File: config.mk
export PLATFORM = sky130hd
export DESIGN_NAME = ir_lcd_top
export DESIGN_NICKNAME = d
export VERILOG_FILES = /design/src/hdl/ir_rx_pkg.sv /design/src/hdl/ir_key_if.sv /design/src/hdl/lcd_char_if.sv /design/src/hdl/ir_lcd_top.sv /design/src/hdl/ir_nec_decoder.sv /design/src/hdl/ir_sampler.sv /design/src/hdl/key_arbiter.sv /design/src/hdl/lcd_ctrl.sv
export SDC_FILE = /design/constraint.sdc
export NUM_CORES = 1
export LEC_CHECK = 0
export BUFFER_PORTS_ARGS = -buffer_cell sky130_fd_sc_hd__buf_2
export CORE_MARGIN = 1
export CORE_UTILIZATION = 55
export CTS_CLUSTER_DIAMETER = 30
export CTS_CLUSTER_SIZE = 30
export DETAILED_ROUTE_END_ITERATION = 10
export PLACE_DENSITY = 0.8
export SLEW_MARGIN = 20
export SYNTH_ARGS = -nofsm -noshare
export SYNTH_HDL_FRONTEND = slang
export SYNTH_SLANG_ARGS = --single-unit
File: constraint.sdc
create_clock -name clk -period 8.2 [get_ports clk]
set_input_delay 2.05 -clock clk [delete_from_list [all_inputs] [get_ports clk]]
set_output_delay 2.05 -clock clk [all_outputs]
set_load 0.05 [all_outputs]
File: src/hdl/ir_rx_pkg.sv
package ir_rx_pkg;

	localparam int N_CH = 4; // ir receiver channels

	// tick counter wide enough to span the gap between a frame and its repeat code
	localparam int TICK_CNT_W = 10;

	// nec windows in sample ticks, one tick = 1/8 nec unit
	localparam int LEADER_MARK_MIN  = 112; // nominal 128, 9 ms
	localparam int LEADER_MARK_MAX  = 144;
	localparam int LEADER_SPACE_MIN = 56;  // nominal 64, 4.5 ms
	localparam int LEADER_SPACE_MAX = 72;
	localparam int REPEAT_SPACE_MIN = 24;  // nominal 32, 2.25 ms
	localparam int REPEAT_SPACE_MAX = 40;
	localparam int BIT_MARK_MAX     = 12;  // nominal 8
	localparam int BIT_SPACE_SPLIT  = 16;  // zero 8, one 24
	localparam int BIT_SPACE_MAX    = 32;  // longer aborts the frame

	// lcd strobe timing in clk cycles
	localparam int LCD_EN_CYCLES         = 8;   // enable high width
	localparam int LCD_WAIT_CYCLES       = 32;  // gap after ordinary write
	localparam int LCD_CLEAR_WAIT_CYCLES = 128; // gap after clear

	// hd44780 commands
	localparam logic [7:0] LCD_CLEAR_CMD  = 8'h01;
	localparam logic [7:0] LCD_LINE1_ADDR = 8'h80; // ddram 0x00
	localparam logic [7:0] LCD_LINE2_ADDR = 8'hC0; // ddram 0x40

	localparam int LCD_INIT_LEN = 4;

	// power-up order, index 0 first
	localparam logic [0:LCD_INIT_LEN-1][7:0] LCD_INIT_SEQ = {
		8'h38, // function set, 8 bit, 2 lines
		8'h0C, // display on, cursor off
		8'h01, // clear
		8'h06  // entry mode, increment
	};

	localparam int LCD_COLS = 16; // columns per line

endpackage

File: src/hdl/ir_key_if.sv
`timescale 1ns/1ps

interface ir_key_if;
	logic       valid;     // frame pending
	logic       ready;     // arbiter grant
	logic [7:0] addr;      // nec address byte
	logic [7:0] cmd;       // nec command byte
	logic       is_repeat; // repeat code, fields hold last key

	modport src (
		output valid,
		output addr,
		output cmd,
		output is_repeat,
		input  ready
	);

	modport dst (
		input  valid,
		input  addr,
		input  cmd,
		input  is_repeat,
		output ready
	);
endinterface

File: src/hdl/lcd_char_if.sv
`timescale 1ns/1ps

interface lcd_char_if;
	logic       valid;
	logic       ready;
	logic [7:0] code;   // character or command byte
	logic       is_cmd; // 1 = command, rs low

	modport src (
		output valid,
		output code,
		output is_cmd,
		input  ready
	);

	modport dst (
		input  valid,
		input  code,
		input  is_cmd,
		output ready
	);
endinterface

File: src/hdl/ir_lcd_top.sv
`timescale 1ns/1ps

module ir_lcd_top #(
	parameter int TICK_DIV = 4 // board clock dependent
) (
	input  logic                       clk,
	input  logic                       arst_n,
	input  logic [ir_rx_pkg::N_CH-1:0] irda_rxd,      // receiver modules, low = mark
	input  logic                       lcd_on,        // power button
	output logic [7:0]                 lcd_data,
	output logic                       lcd_en,
	output logic                       lcd_rw,
	output logic                       lcd_rs,
	output logic                       lcd_out_on,
	output logic                       new_data_valid // key led
);
	logic                       sample_tick;
	logic [ir_rx_pkg::N_CH-1:0] ir_level;

	ir_key_if   key_if [ir_rx_pkg::N_CH] (); // decoder -> arbiter
	lcd_char_if chr_if ();                   // arbiter -> lcd

	ir_sampler #(
		.TICK_DIV (TICK_DIV)
	) sampler_i (
		.clk         (clk),
		.arst_n      (arst_n),
		.irda_rxd    (irda_rxd),
		.sample_tick (sample_tick),
		.ir_level    (ir_level)
	);

	for (genvar g = 0; g < ir_rx_pkg::N_CH; g++) begin : g_dec
		ir_nec_decoder dec_i (
			.clk         (clk),
			.arst_n      (arst_n),
			.sample_tick (sample_tick), // shared tick
			.ir_level    (ir_level[g]),
			.key         (key_if[g])
		);
	end

	key_arbiter arb_i (
		.clk            (clk),
		.arst_n         (arst_n),
		.keys           (key_if),
		.chr            (chr_if),
		.new_data_valid (new_data_valid)
	);

	lcd_ctrl lcd_i (
		.clk        (clk),
		.arst_n     (arst_n),
		.lcd_on     (lcd_on),
		.chr        (chr_if),
		.lcd_data   (lcd_data),
		.lcd_en     (lcd_en),
		.lcd_rw     (lcd_rw),
		.lcd_rs     (lcd_rs),
		.lcd_out_on (lcd_out_on)
	);

endmodule

File: src/hdl/ir_nec_decoder.sv
`timescale 1ns/1ps

module ir_nec_decoder (
	input  logic  clk,
	input  logic  arst_n,
	input  logic  sample_tick, // 1/8 nec unit
	input  logic  ir_level,    // filtered, low = mark
	ir_key_if.src key
);
	typedef enum logic [2:0] {
		ST_IDLE,
		ST_LEAD_MARK,
		ST_LEAD_SPACE,
		ST_BIT_MARK,
		ST_BIT_SPACE,
		ST_STOP_MARK,
		ST_HOLD
	} state_t;

	state_t                           state;
	logic [ir_rx_pkg::TICK_CNT_W-1:0] cnt;       // ticks in current level
	logic [ir_rx_pkg::TICK_CNT_W-1:0] cnt_inc;   // saturating
	logic [4:0]                       bit_cnt;
	logic [31:0]                      shreg;     // lsb first
	logic                             rpt;       // current frame is a repeat code
	logic                             have_last; // last_* valid for repeats
	logic [7:0]                       last_addr;
	logic [7:0]                       last_cmd;
	logic                             mark;
	logic                             bit_end;
	logic                             stop_end;
	logic                             frame_ok;
	logic                             emit;
	logic                             out_free;

	assign mark     = !ir_level;
	assign cnt_inc  = (&cnt) ? cnt : cnt + 1'b1;
	assign bit_end  = sample_tick && (state == ST_BIT_SPACE) && mark;
	assign stop_end = sample_tick && (state == ST_STOP_MARK) && !mark;
	// addr, ~addr, cmd, ~cmd
	assign frame_ok = (shreg[7:0] == ~shreg[15:8]) && (shreg[23:16] == ~shreg[31:24]);
	assign emit     = stop_end && (rpt ? have_last : frame_ok);
	assign out_free = !key.valid || key.ready; // otherwise the new frame is dropped

	always_ff @(posedge clk or negedge arst_n) begin
		if (!arst_n) begin
			state     <= ST_IDLE;
			cnt       <= '0;
			bit_cnt   <= '0;
			rpt       <= 1'b0;
			have_last <= 1'b0;
			key.valid <= 1'b0;
		end else begin
			if (key.valid && key.ready)
				key.valid <= 1'b0;
			if (emit && out_free)
				key.valid <= 1'b1;
			if (stop_end && !rpt && frame_ok)
				have_last <= 1'b1;
			if (sample_tick) begin
				case (state)
					ST_IDLE: begin
						have_last <= 1'b0; // only reached by abort or timeout
						if (mark) begin
							state <= ST_LEAD_MARK;
							cnt   <= 1;
						end
					end
					ST_LEAD_MARK: begin
						if (mark) begin
							cnt <= cnt_inc;
						end else if (cnt >= ir_rx_pkg::LEADER_MARK_MIN &&
						             cnt <= ir_rx_pkg::LEADER_MARK_MAX) begin
							state <= ST_LEAD_SPACE;
							cnt   <= 1;
						end else begin
							state <= ST_IDLE;
						end
					end
					ST_LEAD_SPACE: begin
						if (!mark) begin
							cnt <= cnt_inc;
							if (cnt > ir_rx_pkg::LEADER_SPACE_MAX)
								state <= ST_IDLE;
						end else if (cnt >= ir_rx_pkg::LEADER_SPACE_MIN) begin
							state   <= ST_BIT_MARK; // full frame follows
							cnt     <= 1;
							bit_cnt <= '0;
						end else if (cnt >= ir_rx_pkg::REPEAT_SPACE_MIN &&
						             cnt <= ir_rx_pkg::REPEAT_SPACE_MAX) begin
							state <= ST_STOP_MARK; // repeat code, only a stop mark left
							cnt   <= 1;
							rpt   <= 1'b1;
						end else begin
							state <= ST_IDLE;
						end
					end
					ST_BIT_MARK: begin
						if (mark) begin
							cnt <= cnt_inc;
							if (cnt > ir_rx_pkg::BIT_MARK_MAX)
								state <= ST_IDLE;
						end else begin
							state <= ST_BIT_SPACE;
							cnt   <= 1;
						end
					end
					ST_BIT_SPACE: begin
						if (!mark) begin
							cnt <= cnt_inc;
							if (cnt > ir_rx_pkg::BIT_SPACE_MAX)
								state <= ST_IDLE;
						end else begin
							cnt     <= 1;
							bit_cnt <= bit_cnt + 1'b1;
							rpt     <= 1'b0;
							state   <= (bit_cnt == 5'd31) ? ST_STOP_MARK : ST_BIT_MARK;
						end
					end
					ST_STOP_MARK: begin
						if (mark) begin
							cnt <= cnt_inc;
							if (cnt > ir_rx_pkg::BIT_MARK_MAX)
								state <= ST_IDLE;
						end else begin
							state <= (rpt || frame_ok) ? ST_HOLD : ST_IDLE;
							cnt   <= 1;
						end
					end
					ST_HOLD: begin
						if (mark) begin
							state <= ST_LEAD_MARK; // maybe a repeat code
							cnt   <= 1;
						end else if (&cnt) begin
							state <= ST_IDLE; // too late for a repeat
						end else begin
							cnt <= cnt_inc;
						end
					end
					default: state <= ST_IDLE;
				endcase
			end
		end
	end

	always_ff @(posedge clk) begin
		if (bit_end)
			shreg <= {(cnt > ir_rx_pkg::BIT_SPACE_SPLIT), shreg[31:1]};
		if (stop_end && !rpt && frame_ok) begin
			last_addr <= shreg[7:0];
			last_cmd  <= shreg[23:16];
		end
		if (emit && out_free) begin
			key.addr      <= rpt ? last_addr : shreg[7:0];
			key.cmd       <= rpt ? last_cmd : shreg[23:16];
			key.is_repeat <= rpt;
		end
	end

	// pending key holds until the arbiter takes it
	a_key_hold: assert property (@(posedge clk) disable iff (!arst_n)
		key.valid && !key.ready |=> key.valid && $stable({key.addr, key.cmd, key.is_repeat}));

endmodule

File: src/hdl/ir_sampler.sv
`timescale 1ns/1ps

module ir_sampler #(
	parameter int TICK_DIV = 4 // clk cycles per sample tick
) (
	input  logic                       clk,
	input  logic                       arst_n,
	input  logic [ir_rx_pkg::N_CH-1:0] irda_rxd,    // raw receiver pins, low = mark
	output logic                       sample_tick, // 1 cycle every TICK_DIV
	output logic [ir_rx_pkg::N_CH-1:0] ir_level     // filtered level
);
	localparam int CNT_W = (TICK_DIV > 1) ? $clog2(TICK_DIV) : 1;

	logic [CNT_W-1:0]           div_cnt;
	logic                       div_wrap;
	logic [ir_rx_pkg::N_CH-1:0] sync_q1;
	logic [ir_rx_pkg::N_CH-1:0] sync_q2;
	logic [ir_rx_pkg::N_CH-1:0] hist_q0; // newest filtered sample
	logic [ir_rx_pkg::N_CH-1:0] hist_q1; // one tick older

	assign div_wrap = (div_cnt == CNT_W'(TICK_DIV - 1));

	always_ff @(posedge clk or negedge arst_n) begin
		if (!arst_n) begin
			div_cnt     <= '0;
			sample_tick <= 1'b0;
		end else begin
			sample_tick <= div_wrap;
			div_cnt     <= div_wrap ? '0 : div_cnt + 1'b1;
		end
	end

	always_ff @(posedge clk or negedge arst_n) begin
		if (!arst_n) begin
			sync_q1  <= '1; // idle line is high
			sync_q2  <= '1;
			hist_q0  <= '1;
			hist_q1  <= '1;
			ir_level <= '1;
		end else begin
			sync_q1 <= irda_rxd;
			sync_q2 <= sync_q1;
			if (sample_tick) begin
				hist_q0  <= sync_q2;
				hist_q1  <= hist_q0;
				// 2 of 3 vote, single-tick glitch is lost
				ir_level <= (sync_q2 & hist_q0) | (sync_q2 & hist_q1) | (hist_q0 & hist_q1);
			end
		end
	end

endmodule

File: src/hdl/key_arbiter.sv
`timescale 1ns/1ps

module key_arbiter (
	input  logic    clk,
	input  logic    arst_n,
	ir_key_if.dst   keys [ir_rx_pkg::N_CH],
	lcd_char_if.src chr,
	output logic    new_data_valid // 1 cycle per new character
);
	localparam int IDX_W = $clog2(ir_rx_pkg::N_CH);

	logic [ir_rx_pkg::N_CH-1:0] key_valid;
	logic [ir_rx_pkg::N_CH-1:0] key_ready;
	logic [ir_rx_pkg::N_CH-1:0] key_rpt;
	logic [7:0]                 key_cmd [ir_rx_pkg::N_CH];
	logic [IDX_W-1:0]           rr_ptr;  // first channel to look at
	logic [IDX_W-1:0]           cand;
	logic [IDX_W-1:0]           gnt_idx;
	logic                       gnt_found;
	logic                       accept;
	logic                       slot_full;
	logic [7:0]                 slot_char;

	function automatic logic [7:0] key_to_char(input logic [7:0] cmd);
		case (cmd) inside
			8'h00:          return 8'h00;
			[8'h01:8'h09]:  return 8'h60 + cmd; // 'a'..'i'
			default:        return 8'h20;       // unknown key shows a blank
		endcase
	endfunction

	for (genvar g = 0; g < ir_rx_pkg::N_CH; g++) begin : g_key
		assign key_valid[g]  = keys[g].valid;
		assign key_rpt[g]    = keys[g].is_repeat;
		assign key_cmd[g]    = keys[g].cmd;
		assign keys[g].ready = key_ready[g];
	end

	always_comb begin
		gnt_found = 1'b0;
		gnt_idx   = rr_ptr;
		cand      = rr_ptr;
		for (int k = 0; k < ir_rx_pkg::N_CH; k++) begin
			cand = IDX_W'((int'(rr_ptr) + k) % ir_rx_pkg::N_CH);
			if (!gnt_found && key_valid[cand]) begin
				gnt_found = 1'b1;
				gnt_idx   = cand;
			end
		end
	end

	assign accept = gnt_found && !slot_full; // only into an empty slot

	always_comb begin
		key_ready          = '0;
		key_ready[gnt_idx] = accept;
	end

	assign chr.valid  = slot_full;
	assign chr.code   = slot_char;
	assign chr.is_cmd = 1'b0; // characters only

	always_ff @(posedge clk or negedge arst_n) begin
		if (!arst_n) begin
			rr_ptr         <= '0;
			slot_full      <= 1'b0;
			new_data_valid <= 1'b0;
		end else begin
			new_data_valid <= accept && !key_rpt[gnt_idx];
			if (accept)
				rr_ptr <= IDX_W'((int'(gnt_idx) + 1) % ir_rx_pkg::N_CH);
			if (accept && !key_rpt[gnt_idx])
				slot_full <= 1'b1; // repeats are taken and thrown away
			else if (chr.valid && chr.ready)
				slot_full <= 1'b0;
		end
	end

	always_ff @(posedge clk) begin
		if (accept)
			slot_char <= key_to_char(key_cmd[gnt_idx]);
	end

	a_one_grant: assert property (@(posedge clk) disable iff (!arst_n)
		$onehot0(key_ready) && ((key_ready & ~key_valid) == '0));

endmodule

File: src/hdl/lcd_ctrl.sv
`timescale 1ns/1ps

module lcd_ctrl (
	input  logic       clk,
	input  logic       arst_n,
	input  logic       lcd_on,     // panel power button
	lcd_char_if.dst    chr,
	output logic [7:0] lcd_data,
	output logic       lcd_en,
	output logic       lcd_rw,     // write only
	output logic       lcd_rs,     // 0 = command, 1 = data
	output logic       lcd_out_on  // panel power
);
	localparam int CNT_W = $clog2(ir_rx_pkg::LCD_CLEAR_WAIT_CYCLES + ir_rx_pkg::LCD_EN_CYCLES + 1);
	localparam int CUR_W = $clog2(2 * ir_rx_pkg::LCD_COLS);
	localparam int IDX_W = $clog2(ir_rx_pkg::LCD_INIT_LEN + 1);

	typedef enum logic [2:0] {
		ST_OFF,   // panel off, or first cycle of power-up
		ST_NEXT,  // pick next byte
		ST_IDLE,
		ST_SETUP, // data set up, en low
		ST_EN,
		ST_GAP
	} state_t;

	state_t           state;
	logic [CNT_W-1:0] cnt;
	logic [CNT_W-1:0] gap_last;
	logic [IDX_W-1:0] init_idx;
	logic [CUR_W-1:0] cursor;     // 0..31 over both lines
	logic [CUR_W-1:0] cursor_nxt;
	logic             wrapped;    // cursor has passed the end once
	logic             need_addr;
	logic             long_wait;  // clear in flight
	logic             char_pend;  // char waits behind an address command
	logic [7:0]       char_buf;

	assign cursor_nxt = (cursor == CUR_W'(2 * ir_rx_pkg::LCD_COLS - 1)) ? '0 : cursor + 1'b1;
	assign need_addr  = (cursor == CUR_W'(ir_rx_pkg::LCD_COLS)) || (cursor == '0 && wrapped);
	assign gap_last   = long_wait ? CNT_W'(ir_rx_pkg::LCD_CLEAR_WAIT_CYCLES - 1)
	                              : CNT_W'(ir_rx_pkg::LCD_WAIT_CYCLES - 1);
	assign chr.ready  = (state == ST_IDLE) || (state == ST_OFF && !lcd_on); // off drops chars
	assign lcd_rw     = 1'b0;

	always_ff @(posedge clk or negedge arst_n) begin
		if (!arst_n) begin
			state      <= ST_OFF;
			cnt        <= '0;
			init_idx   <= '0;
			cursor     <= '0;
			wrapped    <= 1'b0;
			long_wait  <= 1'b0;
			char_pend  <= 1'b0;
			lcd_data   <= '0;
			lcd_rs     <= 1'b0;
			lcd_en     <= 1'b0;
			lcd_out_on <= 1'b0;
		end else begin
			lcd_out_on <= lcd_on;
			if (!lcd_on) begin
				state     <= ST_OFF;
				lcd_en    <= 1'b0;
				char_pend <= 1'b0;
			end else begin
				case (state)
					ST_OFF: begin // power-up, replay init
						init_idx <= '0;
						cursor   <= '0;
						wrapped  <= 1'b0;
						state    <= ST_NEXT;
					end
					ST_NEXT: begin
						if (init_idx < IDX_W'(ir_rx_pkg::LCD_INIT_LEN)) begin
							lcd_data  <= ir_rx_pkg::LCD_INIT_SEQ[init_idx];
							lcd_rs    <= 1'b0;
							long_wait <= (ir_rx_pkg::LCD_INIT_SEQ[init_idx] == ir_rx_pkg::LCD_CLEAR_CMD);
							init_idx  <= init_idx + 1'b1;
							state     <= ST_SETUP;
						end else if (char_pend) begin
							lcd_data  <= char_buf;
							lcd_rs    <= 1'b1;
							long_wait <= 1'b0;
							char_pend <= 1'b0;
							cursor    <= cursor_nxt;
							if (cursor_nxt == '0)
								wrapped <= 1'b1;
							state     <= ST_SETUP;
						end else begin
							state <= ST_IDLE;
						end
					end
					ST_IDLE: begin
						if (chr.valid) begin
							state     <= ST_SETUP;
							long_wait <= chr.is_cmd && (chr.code == ir_rx_pkg::LCD_CLEAR_CMD);
							if (chr.is_cmd) begin
								lcd_data <= chr.code;
								lcd_rs   <= 1'b0;
							end else if (need_addr) begin // line change first
								lcd_data  <= wrapped && cursor == '0 ? ir_rx_pkg::LCD_LINE1_ADDR
								                                     : ir_rx_pkg::LCD_LINE2_ADDR;
								lcd_rs    <= 1'b0;
								char_pend <= 1'b1;
							end else begin
								lcd_data <= chr.code;
								lcd_rs   <= 1'b1;
								cursor   <= cursor_nxt;
								if (cursor_nxt == '0)
									wrapped <= 1'b1;
							end
						end
					end
					ST_SETUP: begin
						lcd_en <= 1'b1;
						cnt    <= '0;
						state  <= ST_EN;
					end
					ST_EN: begin
						if (cnt == CNT_W'(ir_rx_pkg::LCD_EN_CYCLES - 1)) begin
							lcd_en <= 1'b0; // panel latches on this fall
							cnt    <= '0;
							state  <= ST_GAP;
						end else begin
							cnt <= cnt + 1'b1;
						end
					end
					ST_GAP: begin
						if (cnt == gap_last)
							state <= ST_NEXT;
						else
							cnt <= cnt + 1'b1;
					end
					default: state <= ST_OFF;
				endcase
			end
		end
	end

	always_ff @(posedge clk) begin
		if (state == ST_IDLE && chr.valid && !chr.is_cmd && need_addr)
			char_buf <= chr.code;
	end

	a_bus_stable: assert property (@(posedge clk) disable iff (!arst_n)
		lcd_en |-> $stable(lcd_data) && $stable(lcd_rs));

endmodule

-- Word level (Yosys, flattened, before mapping)
Index checks and enable logic that the tools add are counted.
- add/sub/neg operators: 17
- equal/unequal tests: 113
- bitwise operators: 17
- magnitude comparators: 47
- reductions and logical operators: 145
- multiplexer cells: 257
- operators with widths (cell ; number):
    10-bit two-way mux ; 44
    10-bit one-hot mux with 6 select lines ; 4
    3-bit two-way mux ; 66
    8-bit two-way mux ; 14
    5-bit two-way mux ; 17
    3-bit one-hot mux with 7 select lines ; 4
    6-bit AND reduction ; 13
    8-bit equality test ; 9
    1-bit two-way mux ; 71
    8-bit NOT ; 8
    1-bit logical AND ; 60
    2-bit != test (second input constant) ; 24
    3-bit by 2-bit != test with 1-bit output (second input constant) ; 15
    3-bit equality test (second input constant) ; 14
    10-bit by 1-bit adder with 10-bit output (second input constant) ; 4
    10-bit by 5-bit greater-or-equal comparator with 1-bit output (second input constant) ; 4
    10-bit by 6-bit greater-or-equal comparator with 1-bit output (second input constant) ; 4
    10-bit by 7-bit greater-or-equal comparator with 1-bit output (second input constant) ; 4
    10-bit by 4-bit > comparator with 1-bit output (second input constant) ; 4
    10-bit by 5-bit > comparator with 1-bit output (second input constant) ; 4
    10-bit by 6-bit > comparator with 1-bit output (second input constant) ; 4
    10-bit by 7-bit > comparator with 1-bit output (second input constant) ; 4
    10-bit by 6-bit <= comparator with 1-bit output (second input constant) ; 4
    10-bit by 8-bit <= comparator with 1-bit output (second input constant) ; 4
    56 further kinds ; 193
- register bits: 356
- logic and storage cells: 660
- input bits: 7
- output and inout bits: 13

-- Logic depth before layout (Yosys ltp)
- word-level depth: 20
- mapped depth: 9
- depth with buffers taken out: 8

-- By module
A second synthesis with hierarchy kept.
- cell total of the unflattened synthesis: 1599
- area, all modules: 20090.5 sq um
- modules (own cells, without submodules) (module ; area an instance (sq um) ; times used ; cells each):
    ir_nec_decoder at g_dec[0].dec_i ... ; 4037.6 ; 3 ; 301
    ir_nec_decoder at g_dec[3].dec_i ; 3897.5 ; 1 ; 295
    lcd_ctrl ; 2277.2 ; 1 ; 241
    key_arbiter ; 982.2 ; 1 ; 109
    ir_sampler ; 820.8 ; 1 ; 51

-- Worst setup path after synthesis
OpenSTA, ideal clock, no wires.
- kind: flip-flop to flip-flop
- start point: register g_dec[2].dec_i.state[2]
- end point: register g_dec[2].dec_i.bit_cnt[3]
- stages on the path, launching flop included: 7
- path slack: 4.051 ns
- data arrival time: 4.063 ns
- period minus slack after synthesis: 4.149 ns
- cell sequence: dfrtp_1 > clkbuf_1 > or3b_2 > clkbuf_1 > nor3_1 > nand4_1 > o21ai_1
- word-level cells in the longest chain between the ends: 3
- elaborated cells on any way between the ends: 8
- classes of those cells: eq/ne (5); mux (1); reduce/logical (2)
- ends and longest elaborated chain (what ; line ; text):
    start, declared ; ir_nec_decoder.sv:20 ; state_t state;
    start signal, assigned ; ir_nec_decoder.sv:117 ; state <= (bit_cnt == 5'd31) ? ST_STOP_MARK : ST_BIT_MARK;
    start signal, assigned ; ir_nec_decoder.sv:126 ; state <= (rpt || frame_ok) ? ST_HOLD : ST_IDLE;
    3-bit by 2-bit equality test with 1-bit output or 3-bit equality test (tied branches) ; ir_nec_decoder.sv:61 ; case (state)
    2-bit by 1-bit != test with 1-bit output (no line) (tied with other cells) ; - ;
    5-bit AND reduction (no line) ; - ;
    end signal, assigned ; ir_nec_decoder.sv:115 ; bit_cnt <= bit_cnt + 1'b1;
    end, declared ; ir_nec_decoder.sv:23 ; logic [4:0] bit_cnt;
Several ways; a longest one is shown, not always the timed one.
A chain may end at the register's enable or synchronous reset.

-- Worst setup path in the final report
- start point: register lcd_i.lcd_data[5]
- end point: output port lcd_data[5]
- RTL lines (what ; line ; text):
    start, declared ; lcd_ctrl.sv:8 ; output logic [7:0] lcd_data,
    start signal, assigned ; lcd_ctrl.sv:75 ; lcd_data <= ir_rx_pkg::LCD_INIT_SEQ[init_idx];
    start signal, assigned ; lcd_ctrl.sv:81 ; lcd_data <= char_buf;
    start signal, assigned ; lcd_ctrl.sv:98 ; lcd_data <= chr.code;
    end, declared ; ir_lcd_top.sv:10 ; output logic [7:0] lcd_data,
No word-level cell between the ends.

==> summary.txt <==
Critical path
  – Crit path required time: 6150 ps
  – Worst setup SP type: flop
  – Reg2Reg Depth: 8
  – Slowest-stage cell, CP: dfrtp_1
  – CP Buf/Inv Count: 1
  – CP Depth: 1
  – Crit-path cells: buf_2
  – Max stage delay on crit path: 380 ps
  – CP max FO: 2
  – Arr. time, crit path: 1220 ps
  – Critical path type: flop to primary output
  – Critical Path Sink Type: primary output
  – Critical path's top delay family: flip-flops

Layout
  – Post-route cell area: 19860 µm²
  – Net count, final: 1491
  – Syn-to-layout area delta: 17.72%
  – Diodes inserted: 0
  – Layout cells sized above 1: 17.92%

Clock tree
  – Post-CTS sizing: 0
  – CTS sink count: 356
  – Worst-skew pair later-pin latency: 570 ps
  – Clock buffers created by TritonCTS: 74
  – CTS tree: yes
  – H-tree depth: 3
  – Root Driver: clkbuf_16
  – Post-CTS Hold Buffers: 0
  – Clk buf depth: 3
  – Clk pin slew, worst setup/hold paths: 50 ps
  – Setup bufs post-CTS: 0

Floorplan
  – Die W: 177.1 µm
  – Row count: 63
  – Die ar.: 31380 µm²
  – Ports: 20
  – Core region area: 29870 µm²
  – Starting Density: 56.47%
  – Die height: 177.1 µm

Logic synthesis
  – Post-synth design cell area: 16870 µm²
  – Register bit count reported by yosys: 356
  – Yosys cell types: 96
  – Yosys warns: 0
  – Synth Instances: 1407
  – Yosys top cell area share: 37.73%
  – Most used flip-flop cell after synthesis: edfxtp_1
  – Sequential share of the synthesized area: 59.24%
  – Largest area contributor in the netlist: edfxtp_1
  – Number of enable flip-flop cells after synthesis: 212
  – Synth area leaders: edfxtp_1 (38%), dfrtp_1 (18%), xnor2_1 (3.6%)
  – Ys async rst share: 40.45%
  – Mean Syn Cell Area: 11.99 µm²

Placed design
  – HPWL reported at the end of detailed placement: 21820 µm
  – Setup WS pre-CTS: 4605 ps
  – Routability Congestion: 0.8823
  – Placed cell areas: 17310 µm²
  – Buffers on Ports: 18

Detailed routing
  – Vias: 11647
  – Routed Antenna Nets: 0
  – DRT Wirelength: 35540 µm
  – Avg WL per Cell: 18.68 µm
  – DRC violations left: 0
  – 1st-pass router iterations: 5
  – Vias/cell: 6.124
  – Initial DRC Count: 995

Global route
  – Total track usage: 23.46%
  – Grt total ovfl: 0
  – First-pass GRT wire length: 58970 µm
  – Largest net degree at the start of global routing: 74
  – Initial antenna violation count: 0
  – Number of global-route vias before repair: 11579

Outcome
  – Outcome: finished, final reports clean

STA
  – Worst setup margin: 4925 ps
  – Slew HR: 27.41%
  – Tmin final: 3275 ps
  – Final Hold Vio Count: 0
  – Final cycle utilization of the critical path: 39.94%
  – Fin Setup TNS: 0 ps
  – Skew final: 22.70 ps
  – Peak Freq: 0.3054 GHz
  – Slew Limit Fails: 0
  – Final Setup Violations: 0
  – RSZ-0062 raised after global routing: no
  – Least-Margin Pin Slew: 1089 ps

Worst hold path
  – Hold Crit Class: flop to flop
  – Worst hold path depth: 0

Pwr
  – Internal power: 4267 µW
  – Gate power share: 11.4%
  – Switching share of power: 27.02%
  – LEAKAGE: 0.007407 µW
  – Sequential Power Share: 37.2%
  – Worst vdd ir: 0.1699 mV
  – Clock network fraction of design power: 51.4%
  – Sw Pwr: 1580 µW
  – Pwr dens: 294.4 nW/µm²

Job
  – Max cap viols: 0
kinds of logic after synthesis:
logic type,after synthesis,share of synthesized area [%]
multiplexers,67,4.843
XOR/XNOR,82,4.257
adder cells (fa/ha/maj),34,2.462
buffers and inverters,112,2.633
flip-flops,356,59.24
other,1,0.02223
AO/OA/AOI/OAI,300,12.27
AND/OR/NAND/NOR,455,14.27
cell usage in the layout, fill, tap and decap left out, types with 13 or more instances in the layout:
cell type  count
ha_1          30
buf_2         17
edfxtp_1     212
nor2_1        90
and3_1        23
dfrtp_1      124
nand2b_1      21
inv_1         49
nor2b_1       21
nand2_1       92
mux2i_1       13
xnor2_1       70
mux2_2        47
a31oi_1       21
dfstp_2       20
nand4_1       22
nor4_1        33
clkbuf_16     75
nand3_1       50
nor3_1        31
a21oi_1       59
o21ai_0       76
o31ai_1       20
sequential cells by signal, indices dropped and copies added, names as in the netlist, 4 cells and up:
| register | cells |
|---|---|
| lcd_i.cnt | 8 |
| g_dec.dec_i.bit_cnt | 20 |
| sampler_i.sync_q2 | 4 |
| g_dec.dec_i.key.is_repeat | 4 |
| g_dec.dec_i.state | 12 |
| arb_i.chr.code | 8 |
| sampler_i.sync_q1 | 4 |
| lcd_i.cursor | 5 |
| g_dec.dec_i.rpt | 4 |
| lcd_i.char_buf | 8 |
| sampler_i.hist_q0 | 4 |
| g_dec.dec_i.key.valid | 4 |
| g_dec.dec_i.have_last | 4 |
| sampler_i.ir_level | 4 |
| sampler_i.hist_q1 | 4 |
| g_dec.dec_i.key.cmd | 32 |
| g_dec.dec_i.shreg | 128 |
| lcd_i.lcd_data | 8 |
| g_dec.dec_i.last_cmd | 32 |
| g_dec.dec_i.cnt | 40 |
synthesized netlist by cell type, types with 10 or more instances:
cell / count
nand3_1: 50
a31oi_1: 21
nand4_1: 22
o22ai_1: 11
mux2_2: 47
nor2b_1: 21
ha_1: 30
or2_2: 10
xnor2_1: 70
o31ai_1: 20
clkbuf_1: 42
inv_1: 49
nand2b_1: 21
xor2_1: 12
nand2_1: 92
edfxtp_1: 212
nor2_1: 90
and3_1: 23
o21ai_0: 77
nor4_1: 33
a21oi_1: 60
dfstp_2: 20
nor3_1: 33
mux2i_1: 13
dfrtp_1: 124
cell type report:
type | instances | area (µm²)
Inverter | 52 | 195.2
Sequential cell | 356 | 9995
Timing Repair Buffer | 30 | 186.4
Multi-Input combinational cell | 940 | 6455
Clock buffer | 86 | 1968
Tap cell | 390 | 488.0
Clock inverter | 48 | 573.1
Fill cell | 2042 | 10010
power groups by stage:
| stage | Clock [µW] | Combinational [µW] | Sequential (µW) |
|---|---|---|---|
| after floorplan | 0 | 506 | 2190 |
| final | 3000 | 669 | 2170 |
| after CTS | 3040 | 666 | 2170 |
| after global placement | 0 | 637 | 2190 |
| after global routing | 3140 | 752 | 2190 |
| after detailed placement | 0 | 658 | 2200 |
worst register-to-register path, delay by kind of cell, from the launching register on:
kind	cells	cell delay, ps
AOI/OAI and AO/OA	4	1830
and+or+nand+nor	2	600
DFF	1	430
adders and majority gates	1	160
buffers and inverters	1	100
stage by stage:
stage          power (µW)  hold slack [ps]  cells  util [%]
6_report             5847            350.7   1902     66.48
5_1_grt              6086            352.9   1902     66.48
4_1_cts              5878            350.8   1902     66.45
3_5_place_dp         2859            347.5   1768     57.94
3_3_place_gp         2829            347.4   1768     57.93
2_1_floorplan        2693            345.2   1408         -
layer usage:
metal / track usage (%) / up-vias / wire (µm)
li1: - / 5423 / -
met1: 30.83 / 5738 / 15060
met2: 38.85 / 412 / 17550
met3: 4.338 / 74 / 1990
met4: 8.477 / 0 / 940
met5: 0 / - / 0
path summary, 6_finish.rpt:
kind	from	end	slack, ps
max in group asynchronous	arst_n	g_dec[2].dec_i.cnt[6]	5330
min in group asynchronous	arst_n	g_dec[1].dec_i.bit_cnt[1]	1460
min	sampler_i.sync_q1[1]	sampler_i.sync_q2[1]	350
max reg2reg	g_dec[0].dec_i.cnt[0]	g_dec[0].dec_i.cnt[3]	4990
max	lcd_i.lcd_data[5]	lcd_data[5]	4930
min reg2reg	sampler_i.sync_q1[1]	sampler_i.sync_q2[1]	350
No activity file was read; power rests on OpenSTA's default activity.
